**src/include/bridge_defines.svh**
```systemverilog
/* Bus widths and the source address base shared by the write bridge
   DW must not exceed 128 so that the byte strobe fits in srcaddr
   The low DW/8 bits of HOSTADDR are replaced by the write strobe */

`ifndef BRIDGE_DEFINES_SVH
`define BRIDGE_DEFINES_SVH

// ##################################################
// UMI side
// ##################################################

// Command word width
`define BRIDGE_CW 32

// Data width in bits, at most 128
`define BRIDGE_DW 128

// ##################################################
// Shared address and AXI ID
// ##################################################

`define BRIDGE_AW 64

`define BRIDGE_IDW 8

// Base for the UMI source address, low strobe bits overwritten
`define BRIDGE_HOSTADDR 64'h0000_0000_0000_0000

`endif

```
**src/verilog/umi_pkg.sv**
```systemverilog
/* UMI opcode, command word and transaction bundles
   Command fields follow the 32-bit basic UMI layout, error code in user */

`default_nettype none

`include "bridge_defines.svh"

package umi_pkg;

  // Opcodes seen by the bridge
  // RESP_READ never answers a write, used to flag a bad response
  typedef enum logic [4:0] {
    UMI_RESP_READ  = 5'h02,
    UMI_REQ_WRITE  = 5'h03,
    UMI_RESP_WRITE = 5'h04
  } umi_opcode_e;

  // Command word, MSB first, opcode sits in bits 4:0
  typedef struct packed {
    logic [4:0]  hostid;
    logic        ex;
    // Error code on responses
    logic [1:0]  user;
    logic        eof;
    logic        eom;
    logic [1:0]  prot;
    logic [3:0]  qos;
    // Byte count minus one
    logic [7:0]  len;
    logic [2:0]  size;
    umi_opcode_e opcode;
  } umi_cmd_t;

  // Request from host to device
  typedef struct packed {
    logic [`BRIDGE_DW-1:0] data;
    logic [`BRIDGE_AW-1:0] srcaddr;
    logic [`BRIDGE_AW-1:0] dstaddr;
    umi_cmd_t              cmd;
  } umi_req_t;

  // Response from device back to host
  typedef struct packed {
    logic [`BRIDGE_DW-1:0] data;
    logic [`BRIDGE_AW-1:0] srcaddr;
    logic [`BRIDGE_AW-1:0] dstaddr;
    umi_cmd_t              cmd;
  } umi_resp_t;

endpackage

`default_nettype wire

```
**src/verilog/axi_pkg.sv**
```systemverilog
/* AXI4 write channel types, address, data and response only
   No lock, cache, AWPROT[2] or WID; WLAST is not carried */

`default_nettype none

`include "bridge_defines.svh"

package axi_pkg;

  // Burst encodings, WRAP is treated as FIXED by the bridge
  typedef enum logic [1:0] {
    AXI_BURST_FIXED = 2'b00,
    AXI_BURST_INCR  = 2'b01,
    AXI_BURST_WRAP  = 2'b10
  } axi_burst_e;

  // BRESP codes
  typedef enum logic [1:0] {
    AXI_RESP_OKAY   = 2'b00,
    AXI_RESP_EXOKAY = 2'b01,
    AXI_RESP_SLVERR = 2'b10,
    AXI_RESP_DECERR = 2'b11
  } axi_resp_e;

  // Write address channel
  typedef struct packed {
    logic [`BRIDGE_IDW-1:0] id;
    logic [`BRIDGE_AW-1:0]  addr;
    logic [7:0]             len;
    logic [2:0]             size;
    axi_burst_e             burst;
    // Only AWPROT[1:0], maps straight to UMI prot
    logic [1:0]             prot;
    logic [3:0]             qos;
  } axi_aw_t;

  // Write data channel, one strobe bit per byte
  typedef struct packed {
    logic [`BRIDGE_DW-1:0]   data;
    logic [`BRIDGE_DW/8-1:0] strb;
  } axi_w_t;

  // Write response channel
  typedef struct packed {
    logic [`BRIDGE_IDW-1:0] id;
    axi_resp_e              resp;
  } axi_b_t;

endpackage

`default_nettype wire

```
**src/verilog/axi_wr_burst_track.sv**
```systemverilog
/* Holds the AW fields of the active burst and walks the beat address
   Counts beats down from len+1, WRAP advances like FIXED */

`default_nettype none

`timescale 1ns/1ps

`include "bridge_defines.svh"

module axi_wr_burst_track (
  input  logic                   clk,
  input  logic                   nreset,
  input  axi_pkg::axi_aw_t       aw,
  input  logic                   aw_fire,
  input  logic                   w_fire,
  output logic [`BRIDGE_AW-1:0]  beat_addr,
  output logic [`BRIDGE_IDW-1:0] held_id,
  output logic [1:0]             held_prot,
  output logic [3:0]             held_qos,
  output logic                   no_beats_left
);

  localparam int AW = `BRIDGE_AW;

  // Up to 256 beats, needs nine bits
  logic [8:0]          beats_left;
  logic [2:0]          held_size;
  axi_pkg::axi_burst_e held_burst;
  logic [AW-1:0]       beat_bytes;

  // Beat counter
  // Zero while idle so no_beats_left stays high outside a burst
  always_ff @(posedge clk or negedge nreset) begin
    if (!nreset) begin
      beats_left <= 9'd0;
    end else if (aw_fire) begin
      beats_left <= {1'b0, aw.len} + 9'd1;
    end else if (w_fire) begin
      beats_left <= beats_left - 9'd1;
    end
  end

  assign no_beats_left = (beats_left == 9'd0);

  // Burst attributes, loaded once per transaction
  always_ff @(posedge clk) begin
    if (aw_fire) begin
      held_id    <= aw.id;
      held_prot  <= aw.prot;
      held_qos   <= aw.qos;
      held_size  <= aw.size;
      held_burst <= aw.burst;
    end
  end

  // Bytes per beat from AWSIZE
  assign beat_bytes = {{(AW-1){1'b0}}, 1'b1} << held_size;

  // Beat address, steps only for INCR
  always_ff @(posedge clk) begin
    if (aw_fire) begin
      beat_addr <= aw.addr;
    end else if (w_fire && (held_burst == axi_pkg::AXI_BURST_INCR)) begin
      beat_addr <= beat_addr + beat_bytes;
    end
  end

endmodule

`default_nettype wire

```
**src/verilog/umi_req_build.sv**
```systemverilog
/* Turns one AXI write beat into a UMI REQ_WRITE, purely combinational
   Strobe must be contiguous; gaps are not detected and give wrong data */

`default_nettype none

`timescale 1ns/1ps

`include "bridge_defines.svh"

module umi_req_build (
  input  logic [`BRIDGE_AW-1:0] beat_addr,
  input  logic [1:0]            prot,
  input  logic [3:0]            qos,
  input  axi_pkg::axi_w_t       w,
  output umi_pkg::umi_req_t     req,
  output logic                  empty_beat
);

  localparam int DW    = `BRIDGE_DW;
  localparam int AW    = `BRIDGE_AW;
  localparam int STRBW = DW / 8;
  localparam int IW    = $clog2(STRBW);
  // One extra bit so a full strobe count fits
  localparam int CNTW  = IW + 1;
  localparam logic [AW-1:0] HOSTADDR = `BRIDGE_HOSTADDR;

  logic [CNTW-1:0] strb_count;
  logic [CNTW-1:0] low_index;
  logic [7:0]      cmd_len;

  // ##################################################
  // Strobe measurement
  // ##################################################

  // Population count of the strobe
  always_comb begin
    strb_count = '0;
    for (int i = 0; i < STRBW; i++) begin
      strb_count = strb_count + CNTW'(w.strb[i]);
    end
  end

  // Lowest active byte lane
  // Scan down so the last hit is the lowest set bit
  always_comb begin
    low_index = '0;
    for (int i = STRBW - 1; i >= 0; i--) begin
      if (w.strb[i]) begin
        low_index = CNTW'(i);
      end
    end
  end

  assign empty_beat = (w.strb == '0);

  // UMI len is bytes minus one, meaningless for empty beats
  assign cmd_len = 8'(strb_count) - 8'd1;

  // ##################################################
  // Request assembly
  // ##################################################

  always_comb begin
    req = '0;

    // Size stays zero, byte count lives in len alone
    req.cmd.opcode = umi_pkg::UMI_REQ_WRITE;
    req.cmd.size   = 3'd0;
    req.cmd.len    = cmd_len;
    req.cmd.prot   = prot;
    req.cmd.qos    = qos;
    // Any beat may be the last data beat since empty beats can follow
    req.cmd.eom    = 1'b1;

    // Address moves up to the first written byte
    req.dstaddr = beat_addr + AW'(low_index);

    // Raw strobe rides in the low source address bits
    req.srcaddr = {HOSTADDR[AW-1:STRBW], w.strb};

    // Data shifted so the first written byte lands at bit 0
    req.data = w.data >> {low_index, 3'b000};
  end

endmodule

`default_nettype wire

```
**src/verilog/axiwr2umi.sv**
```systemverilog
/* AXI4 write to UMI write bridge, one transaction and one beat in flight
   Each beat waits for its UMI response; errors fold into BRESP, last wins
   umi_req_valid and w_ready are combinational from the W and UMI ready inputs */

`default_nettype none

`timescale 1ns/1ps

`include "bridge_defines.svh"

module axiwr2umi (
  input  logic                clk,
  input  logic                nreset,
  // AXI write address
  input  axi_pkg::axi_aw_t    aw,
  input  logic                aw_valid,
  output logic                aw_ready,
  // AXI write data
  input  axi_pkg::axi_w_t     w,
  input  logic                w_valid,
  output logic                w_ready,
  // AXI write response
  output axi_pkg::axi_b_t     b,
  output logic                b_valid,
  input  logic                b_ready,
  // UMI request out
  output umi_pkg::umi_req_t   umi_req,
  output logic                umi_req_valid,
  input  logic                umi_req_ready,
  // UMI response in
  input  umi_pkg::umi_resp_t  umi_resp,
  input  logic                umi_resp_valid,
  output logic                umi_resp_ready
);

  // Elaboration checks on the shared widths
  if (`BRIDGE_DW > 128) begin : g_dw_check
    $error("Data width above 128 bits, strobe no longer fits srcaddr");
  end
  if ($bits(umi_pkg::umi_cmd_t) != `BRIDGE_CW) begin : g_cw_check
    $error("UMI command struct does not match the command width");
  end

  typedef enum logic [1:0] {
    IDLE,
    UMI_WRITE,
    WAIT_UMI_RESP,
    SEND_B_RESP
  } state_e;

  state_e state;
  state_e next_state;

  logic aw_fire;
  logic w_fire;
  logic b_fire;
  logic req_fire;
  logic resp_fire;

  logic [`BRIDGE_AW-1:0]  beat_addr;
  logic [`BRIDGE_IDW-1:0] held_id;
  logic [1:0]             held_prot;
  logic [3:0]             held_qos;
  logic                   no_beats_left;
  logic                   empty_beat;
  logic                   beat_slot;

  axi_pkg::axi_resp_e err_latch;

  assign aw_fire   = aw_valid & aw_ready;
  assign w_fire    = w_valid & w_ready;
  assign b_fire    = b_valid & b_ready;
  assign req_fire  = umi_req_valid & umi_req_ready;
  assign resp_fire = umi_resp_valid & umi_resp_ready;

  // ##################################################
  // Burst tracking and request build
  // ##################################################

  axi_wr_burst_track i_burst_track (
    .clk           (clk),
    .nreset        (nreset),
    .aw            (aw),
    .aw_fire       (aw_fire),
    .w_fire        (w_fire),
    .beat_addr     (beat_addr),
    .held_id       (held_id),
    .held_prot     (held_prot),
    .held_qos      (held_qos),
    .no_beats_left (no_beats_left)
  );

  umi_req_build i_req_build (
    .beat_addr  (beat_addr),
    .prot       (held_prot),
    .qos        (held_qos),
    .w          (w),
    .req        (umi_req),
    .empty_beat (empty_beat)
  );

  // ##################################################
  // Channel handshakes
  // ##################################################

  // A beat may move only in UMI_WRITE with beats still owed
  assign beat_slot = (state == UMI_WRITE) & ~no_beats_left;

  // Empty beats never reach UMI
  assign umi_req_valid  = beat_slot & w_valid & ~empty_beat;
  // W taken only together with its request, or alone when empty
  assign w_ready        = beat_slot & (umi_req_ready | empty_beat);
  assign umi_resp_ready = (state == WAIT_UMI_RESP);
  assign aw_ready       = (state == IDLE);
  assign b_valid        = (state == SEND_B_RESP);

  assign b.id   = held_id;
  assign b.resp = err_latch;

  // ##################################################
  // Error latch
  // ##################################################

  // Cleared per transaction
  // Wrong opcode beats any device error code
  always_ff @(posedge clk or negedge nreset) begin
    if (!nreset) begin
      err_latch <= axi_pkg::AXI_RESP_OKAY;
    end else if (aw_fire) begin
      err_latch <= axi_pkg::AXI_RESP_OKAY;
    end else if (resp_fire) begin
      if (umi_resp.cmd.opcode != umi_pkg::UMI_RESP_WRITE) begin
        err_latch <= axi_pkg::AXI_RESP_SLVERR;
      end else if (umi_resp.cmd.user != 2'b00) begin
        err_latch <= axi_pkg::axi_resp_e'(umi_resp.cmd.user);
      end
    end
  end

  // ##################################################
  // Transaction FSM
  // ##################################################

  always_comb begin
    next_state = state;
    case (state)
      IDLE: begin
        if (aw_fire) begin
          next_state = UMI_WRITE;
        end
      end
      UMI_WRITE: begin
        // Empty beats stay here, only real requests wait for a response
        if (no_beats_left) begin
          next_state = SEND_B_RESP;
        end else if (req_fire) begin
          next_state = WAIT_UMI_RESP;
        end
      end
      WAIT_UMI_RESP: begin
        if (resp_fire) begin
          next_state = UMI_WRITE;
        end
      end
      SEND_B_RESP: begin
        if (b_fire) begin
          next_state = IDLE;
        end
      end
      default: begin
        next_state = IDLE;
      end
    endcase
  end

  always_ff @(posedge clk or negedge nreset) begin
    if (!nreset) begin
      state <= IDLE;
    end else begin
      state <= next_state;
    end
  end

endmodule

`default_nettype wire

```
**src/verilog/axi_umi_wr_top.sv**
```systemverilog
/* Integration top of the AXI4 write to UMI bridge
   Write channels only, no read path; the UMI device sits outside */

`default_nettype none

`timescale 1ns/1ps

module axi_umi_wr_top (
  input  logic                clk,
  input  logic                nreset,
  input  axi_pkg::axi_aw_t    aw,
  input  logic                aw_valid,
  output logic                aw_ready,
  input  axi_pkg::axi_w_t     w,
  input  logic                w_valid,
  output logic                w_ready,
  output axi_pkg::axi_b_t     b,
  output logic                b_valid,
  input  logic                b_ready,
  output umi_pkg::umi_req_t   umi_req,
  output logic                umi_req_valid,
  input  logic                umi_req_ready,
  input  umi_pkg::umi_resp_t  umi_resp,
  input  logic                umi_resp_valid,
  output logic                umi_resp_ready
);

  // Bridge core, all channel structs pass straight through
  axiwr2umi i_axiwr2umi (
    .clk            (clk),
    .nreset         (nreset),
    .aw             (aw),
    .aw_valid       (aw_valid),
    .aw_ready       (aw_ready),
    .w              (w),
    .w_valid        (w_valid),
    .w_ready        (w_ready),
    .b              (b),
    .b_valid        (b_valid),
    .b_ready        (b_ready),
    .umi_req        (umi_req),
    .umi_req_valid  (umi_req_valid),
    .umi_req_ready  (umi_req_ready),
    .umi_resp       (umi_resp),
    .umi_resp_valid (umi_resp_valid),
    .umi_resp_ready (umi_resp_ready)
  );

endmodule

`default_nettype wire

```
**config.mk**
```make
export PLATFORM = sky130hd
export DESIGN_NAME = axi_umi_wr_top
export DESIGN_NICKNAME = d
export VERILOG_FILES = /design/src/verilog/umi_pkg.sv /design/src/verilog/axi_pkg.sv /design/src/verilog/axi_wr_burst_track.sv /design/src/verilog/umi_req_build.sv /design/src/verilog/axiwr2umi.sv /design/src/verilog/axi_umi_wr_top.sv
export VERILOG_INCLUDE_DIRS = /design/src /design/src/include
export SDC_FILE = /design/constraint.sdc
export NUM_CORES = 1
export LEC_CHECK = 0
export CAP_MARGIN = 20
export CORE_AREA = 5 5 317 319
export DETAILED_ROUTE_END_ITERATION = 12
export DIE_AREA = 0 0 322 324
export DONT_BUFFER_PORTS = 1
export GPL_TIMING_DRIVEN = 0
export SYNTH_ARGS = -nofsm -noshare
export SYNTH_HDL_FRONTEND = slang
export SYNTH_SLANG_ARGS = --single-unit
```
**constraint.sdc**
```tcl
create_clock -name clk -period 11.3 [get_ports clk]
set_clock_uncertainty 0.1 [all_clocks]
set_input_delay 2.26 -clock clk [delete_from_list [all_inputs] [get_ports clk]]
set_output_delay 2.26 -clock clk [all_outputs]
set_load 0.1 [all_outputs]
```
==> summary.md <==
| Metric | Value |
|---|---|
| Outcome | completed |
| Met2 routed WL | 42700 um |
| Setup Viol. Count Final | 0 |
| DRT Pass-1 Iters | 6 |
| Routability cong. | 1.03 |
| Clock slew at reported path FFs | 0.07 ns |
| Worst-path fanout max | 11 |
| Tcrit/Tclk final | 96.7% |
| Worst Hold Class | reg2reg |
| Max-Cap Viols | 0 |
| Number of vias per cell | approximately 4.6 |
| Starting Density | 12.8% |
| Largest net degree at the start of global routing | 30 |
| Root buffer cell | clkbuf_16 |
| DRC | 0 |
| Final hold viol count | 0 |
| Post-Layout Cell Count | 3159 |
| Worst VDD drop | 0.189 mV |
| Post-synth top area cell | edfxtp_1 |
| Headroom to the max-slew limit | between 20% and 30% |
| Post-synth EDFFs | 83 |
| DR WL met3 | 11100 um |
| # IOs | between 800 and 900 |
| Clock Latency Late Sink | 0.37 ns |
| CTS Buffer Depth | 2 |
| # placed instances | approximately 3.1k |
| Final ANT Viol Nets | 0 |
| Register bit count reported by yosys | 96 |
| IO Port Bufs | 0 |
| Layout area overhead | 51.5% |
| CTS Buf Count | 9 |
| Tot Pwr | 4.18 mW |
| GR Overflow Total | 0 |
| Via count | 14.4k |
| Mapped Area | about 12000 um^2 |
| Vias in the first global route | 14.0k |
| Fmax | 0.0915 GHz |
| H-tree depth | 3 |
| Routed len/inst | 29.1 um |
| Worst Tran Pin Value | 1.19 ns |
| Post-synth top flop | edfxtp_1 |
| Clock Sinks | 96 |
| Core footprint | 97600 um^2 |
| FF-to-FF End | i_axiwr2umi.i_burst_track.beat_addr[43] |
| Gate Count Post-Synth | around 1.7k |
| Slew Viols, Final | 0 |
| Arr. time, crit path | 8.57 ns |
| Initial antenna violation count | 22 |
| RSZ-0062 raised after global routing | no |
| Required @ worst endpoint | 8.94 ns |
| Layout cells sized above 1 | 24.8% |
| R2r startpoint | i_axiwr2umi.i_burst_track.held_size[1] |
| Netlist cell types | between 80 and 90 |
| CTS tree | yes |
| Die H | about 320 um |
| Post-synth top area share | 20.0% |
| Post-Route WL | around 90000 um |
| Worst setup SP type | input port |
| DR iter-0 viols | roughly 1.6k |
| Worst-case reg-to-reg path depth | 11 |
| Die area | between 100000 and 150000 um^2 |
| Max Used Layer | met5 |
| Num rows | 115 |
| Sequential share of the synthesized area | 22.6% |
| First-pass GRT wire length | 121000 um |
| FFs w/ async S/R, synth | a little over an eighth |
| Detailed placement HPWL | 78300 um |
| Pwr Density | around 220 nW/um^2 |
| Avg Inst Size Synth | 7.54 um^2 |
| Crit end category | primary output |
| Layout Nets | 2414 |
| Tot GR Track Use | 16.4% |
| Reg2Reg Setup Slack | 7.14 ns |
| Clock period minus worst slack | around 11 ns |
| Met1 wire length | 33100 um |
| Critical Path Source | w[12] |
| Top cells by area, synth | edfxtp_1, mux2i_1, nand2_1 |
| Crit Path Class | in2out |
| Commonest cells after routing, fill and taps aside | nand2_1, mux2i_1, nor2_1 |
| Critical Path End | umi_req[62] |
| Synth warn | 0 |
| Leading cell type in the layout, fill and taps excluded | nand2_1 |
| Chip width | 322 um |
| Pleak | 7.18 nW |
registers in the layout, indices dropped and copies added (netlist names):
name	cells
i_axiwr2umi.i_burst_track.held_qos	4
i_axiwr2umi.err_latch	2
i_axiwr2umi.i_burst_track.beats_left	9
i_axiwr2umi.state	2
i_axiwr2umi.i_burst_track.beat_addr	64
i_axiwr2umi.i_burst_track.held_prot	2
i_axiwr2umi.i_burst_track.held_id	8
i_axiwr2umi.i_burst_track.held_size	3
i_axiwr2umi.i_burst_track.held_burst	2
cells by family after synthesis:
family | after synthesis | synth area share (%)
and+or+nand+nor | 682 | 25.2
AOI/OAI and AO/OA | 332 | 16.9
buffers and inverters | 232 | 10.3
xor gates and xnor gates | 137 | 9.64
muxes | 134 | 10.8
DFF | 96 | 22.6
adders and majority gates | 35 | 4.30
other | 2 | 0.0603
critical path, stage by stage:
cell and delay [ns]:
nor4_1 0.53, o21ai_0 0.20, nand3_1 0.50, clkinv_1 0.53, clkbuf_1 0.41, clkbuf_1 0.50
ha_1 0.47, nor2b_1 0.13, o21ai_0 0.11, nand2b_1 0.36, nand3_1 0.37, or2_2 0.39
clkbuf_1 0.18, nor3_2 0.63, xor2_2 0.96
how the worst min path moves through the flow:
stage / start / end / slack, ns / cells after the start
floorplan: i_axiwr2umi.i_burst_track.beats_left[8] / i_axiwr2umi.i_burst_track.beats_left[8] / 0.42 / 2
global placement: i_axiwr2umi.i_burst_track.beats_left[7] / i_axiwr2umi.i_burst_track.beats_left[7] / 0.47 / 2
detailed placement: i_axiwr2umi.i_burst_track.beats_left[7] / i_axiwr2umi.i_burst_track.beats_left[7] / 0.48 / 2
CTS: i_axiwr2umi.i_burst_track.beats_left[4] / i_axiwr2umi.i_burst_track.beats_left[4] / 0.49 / 2
global route: i_axiwr2umi.i_burst_track.beats_left[4] / i_axiwr2umi.i_burst_track.beats_left[4] / 0.51 / 2
finish: i_axiwr2umi.i_burst_track.beats_left[4] / i_axiwr2umi.i_burst_track.beats_left[4] / 0.50 / 2
per-stage QoR:
| step | TNS [ns] | worst slack (ns) | area (um^2) | util (%) | hold slack (ns) |
|---|---|---|---|---|---|
| 2_1_floorplan | 0 | 1.70 | 12700 | - | 0.419 |
| 3_3_place_gp | -115.96 | -1.77 | 14300 | 14.7 | 0.470 |
| 3_5_place_dp | 0 | 0.157 | 18500 | 19.0 | 0.478 |
| 4_1_cts | 0 | 0.153 | 18800 | 19.2 | 0.495 |
| 5_1_grt | 0 | 0.182 | 18800 | 19.3 | 0.509 |
| 6_report | 0 | 0.368 | 18900 | 19.3 | 0.496 |
Yosys cell counts (6+ instances only):
cell type  instances
nand2_1          299
nor2_1           145
mux2i_1          127
o21ai_0           94
buf_4             89
a21oi_1           83
edfxtp_1          83
xnor2_1           72
clkbuf_1          67
xor2_1            65
nand3_1           57
inv_1             36
nor3_1            33
nand4_1           29
and3_1            22
ha_1              22
a22oi_1           21
a221oi_1          19
buf_2             19
and2_1            18
o22ai_1           18
nor4_1            16
dfrtp_1           13
fa_1              13
a31oi_1           11
or2_2             11
buf_1             10
o21a_1             9
a211oi_1           8
nand2b_1           8
nor2b_1            8
o2bb2ai_1          8
a22o_1             7
mux2_2             7
a32oi_1            6
or3_1              6
layer usage:
layer,vias up,track usage [%]
met5,-,0
met4,8,7.37
met3,258,5.96
met2,1105,27.3
met1,6961,19.0
li1,6083,-
where the power goes:
part	leakage, nW	switching [mW]	internal (mW)
logic	6.11	2.19	0.934
clock network	0.136	0.163	0.152
registers	0.939	0.199	0.545
cell type report:
class / count / area, um^2
inverters: 40 / 156
repair buffers: 124 / 3180
clock buffers: 9 / 225
multi-input cells: 1386 / 9640
flip-flops and latches: 96 / 2820
fillers: 10800 / 78700
clock inverters: 7 / 53.8
diodes: 18 / 45.0
well taps: 1287 / 1610
plain buffers: 192 / 1130
what timing repair did:
action / in CTS / in global routing
endpoints found under the setup margin: 0 / 1
hold buffers: 0 / 0
resized for setup: 0 / 2
buffers inserted: 0 / 0
hold endpoints to repair: 0 / 0
Note: power is estimated with default switching activity, not from simulation.
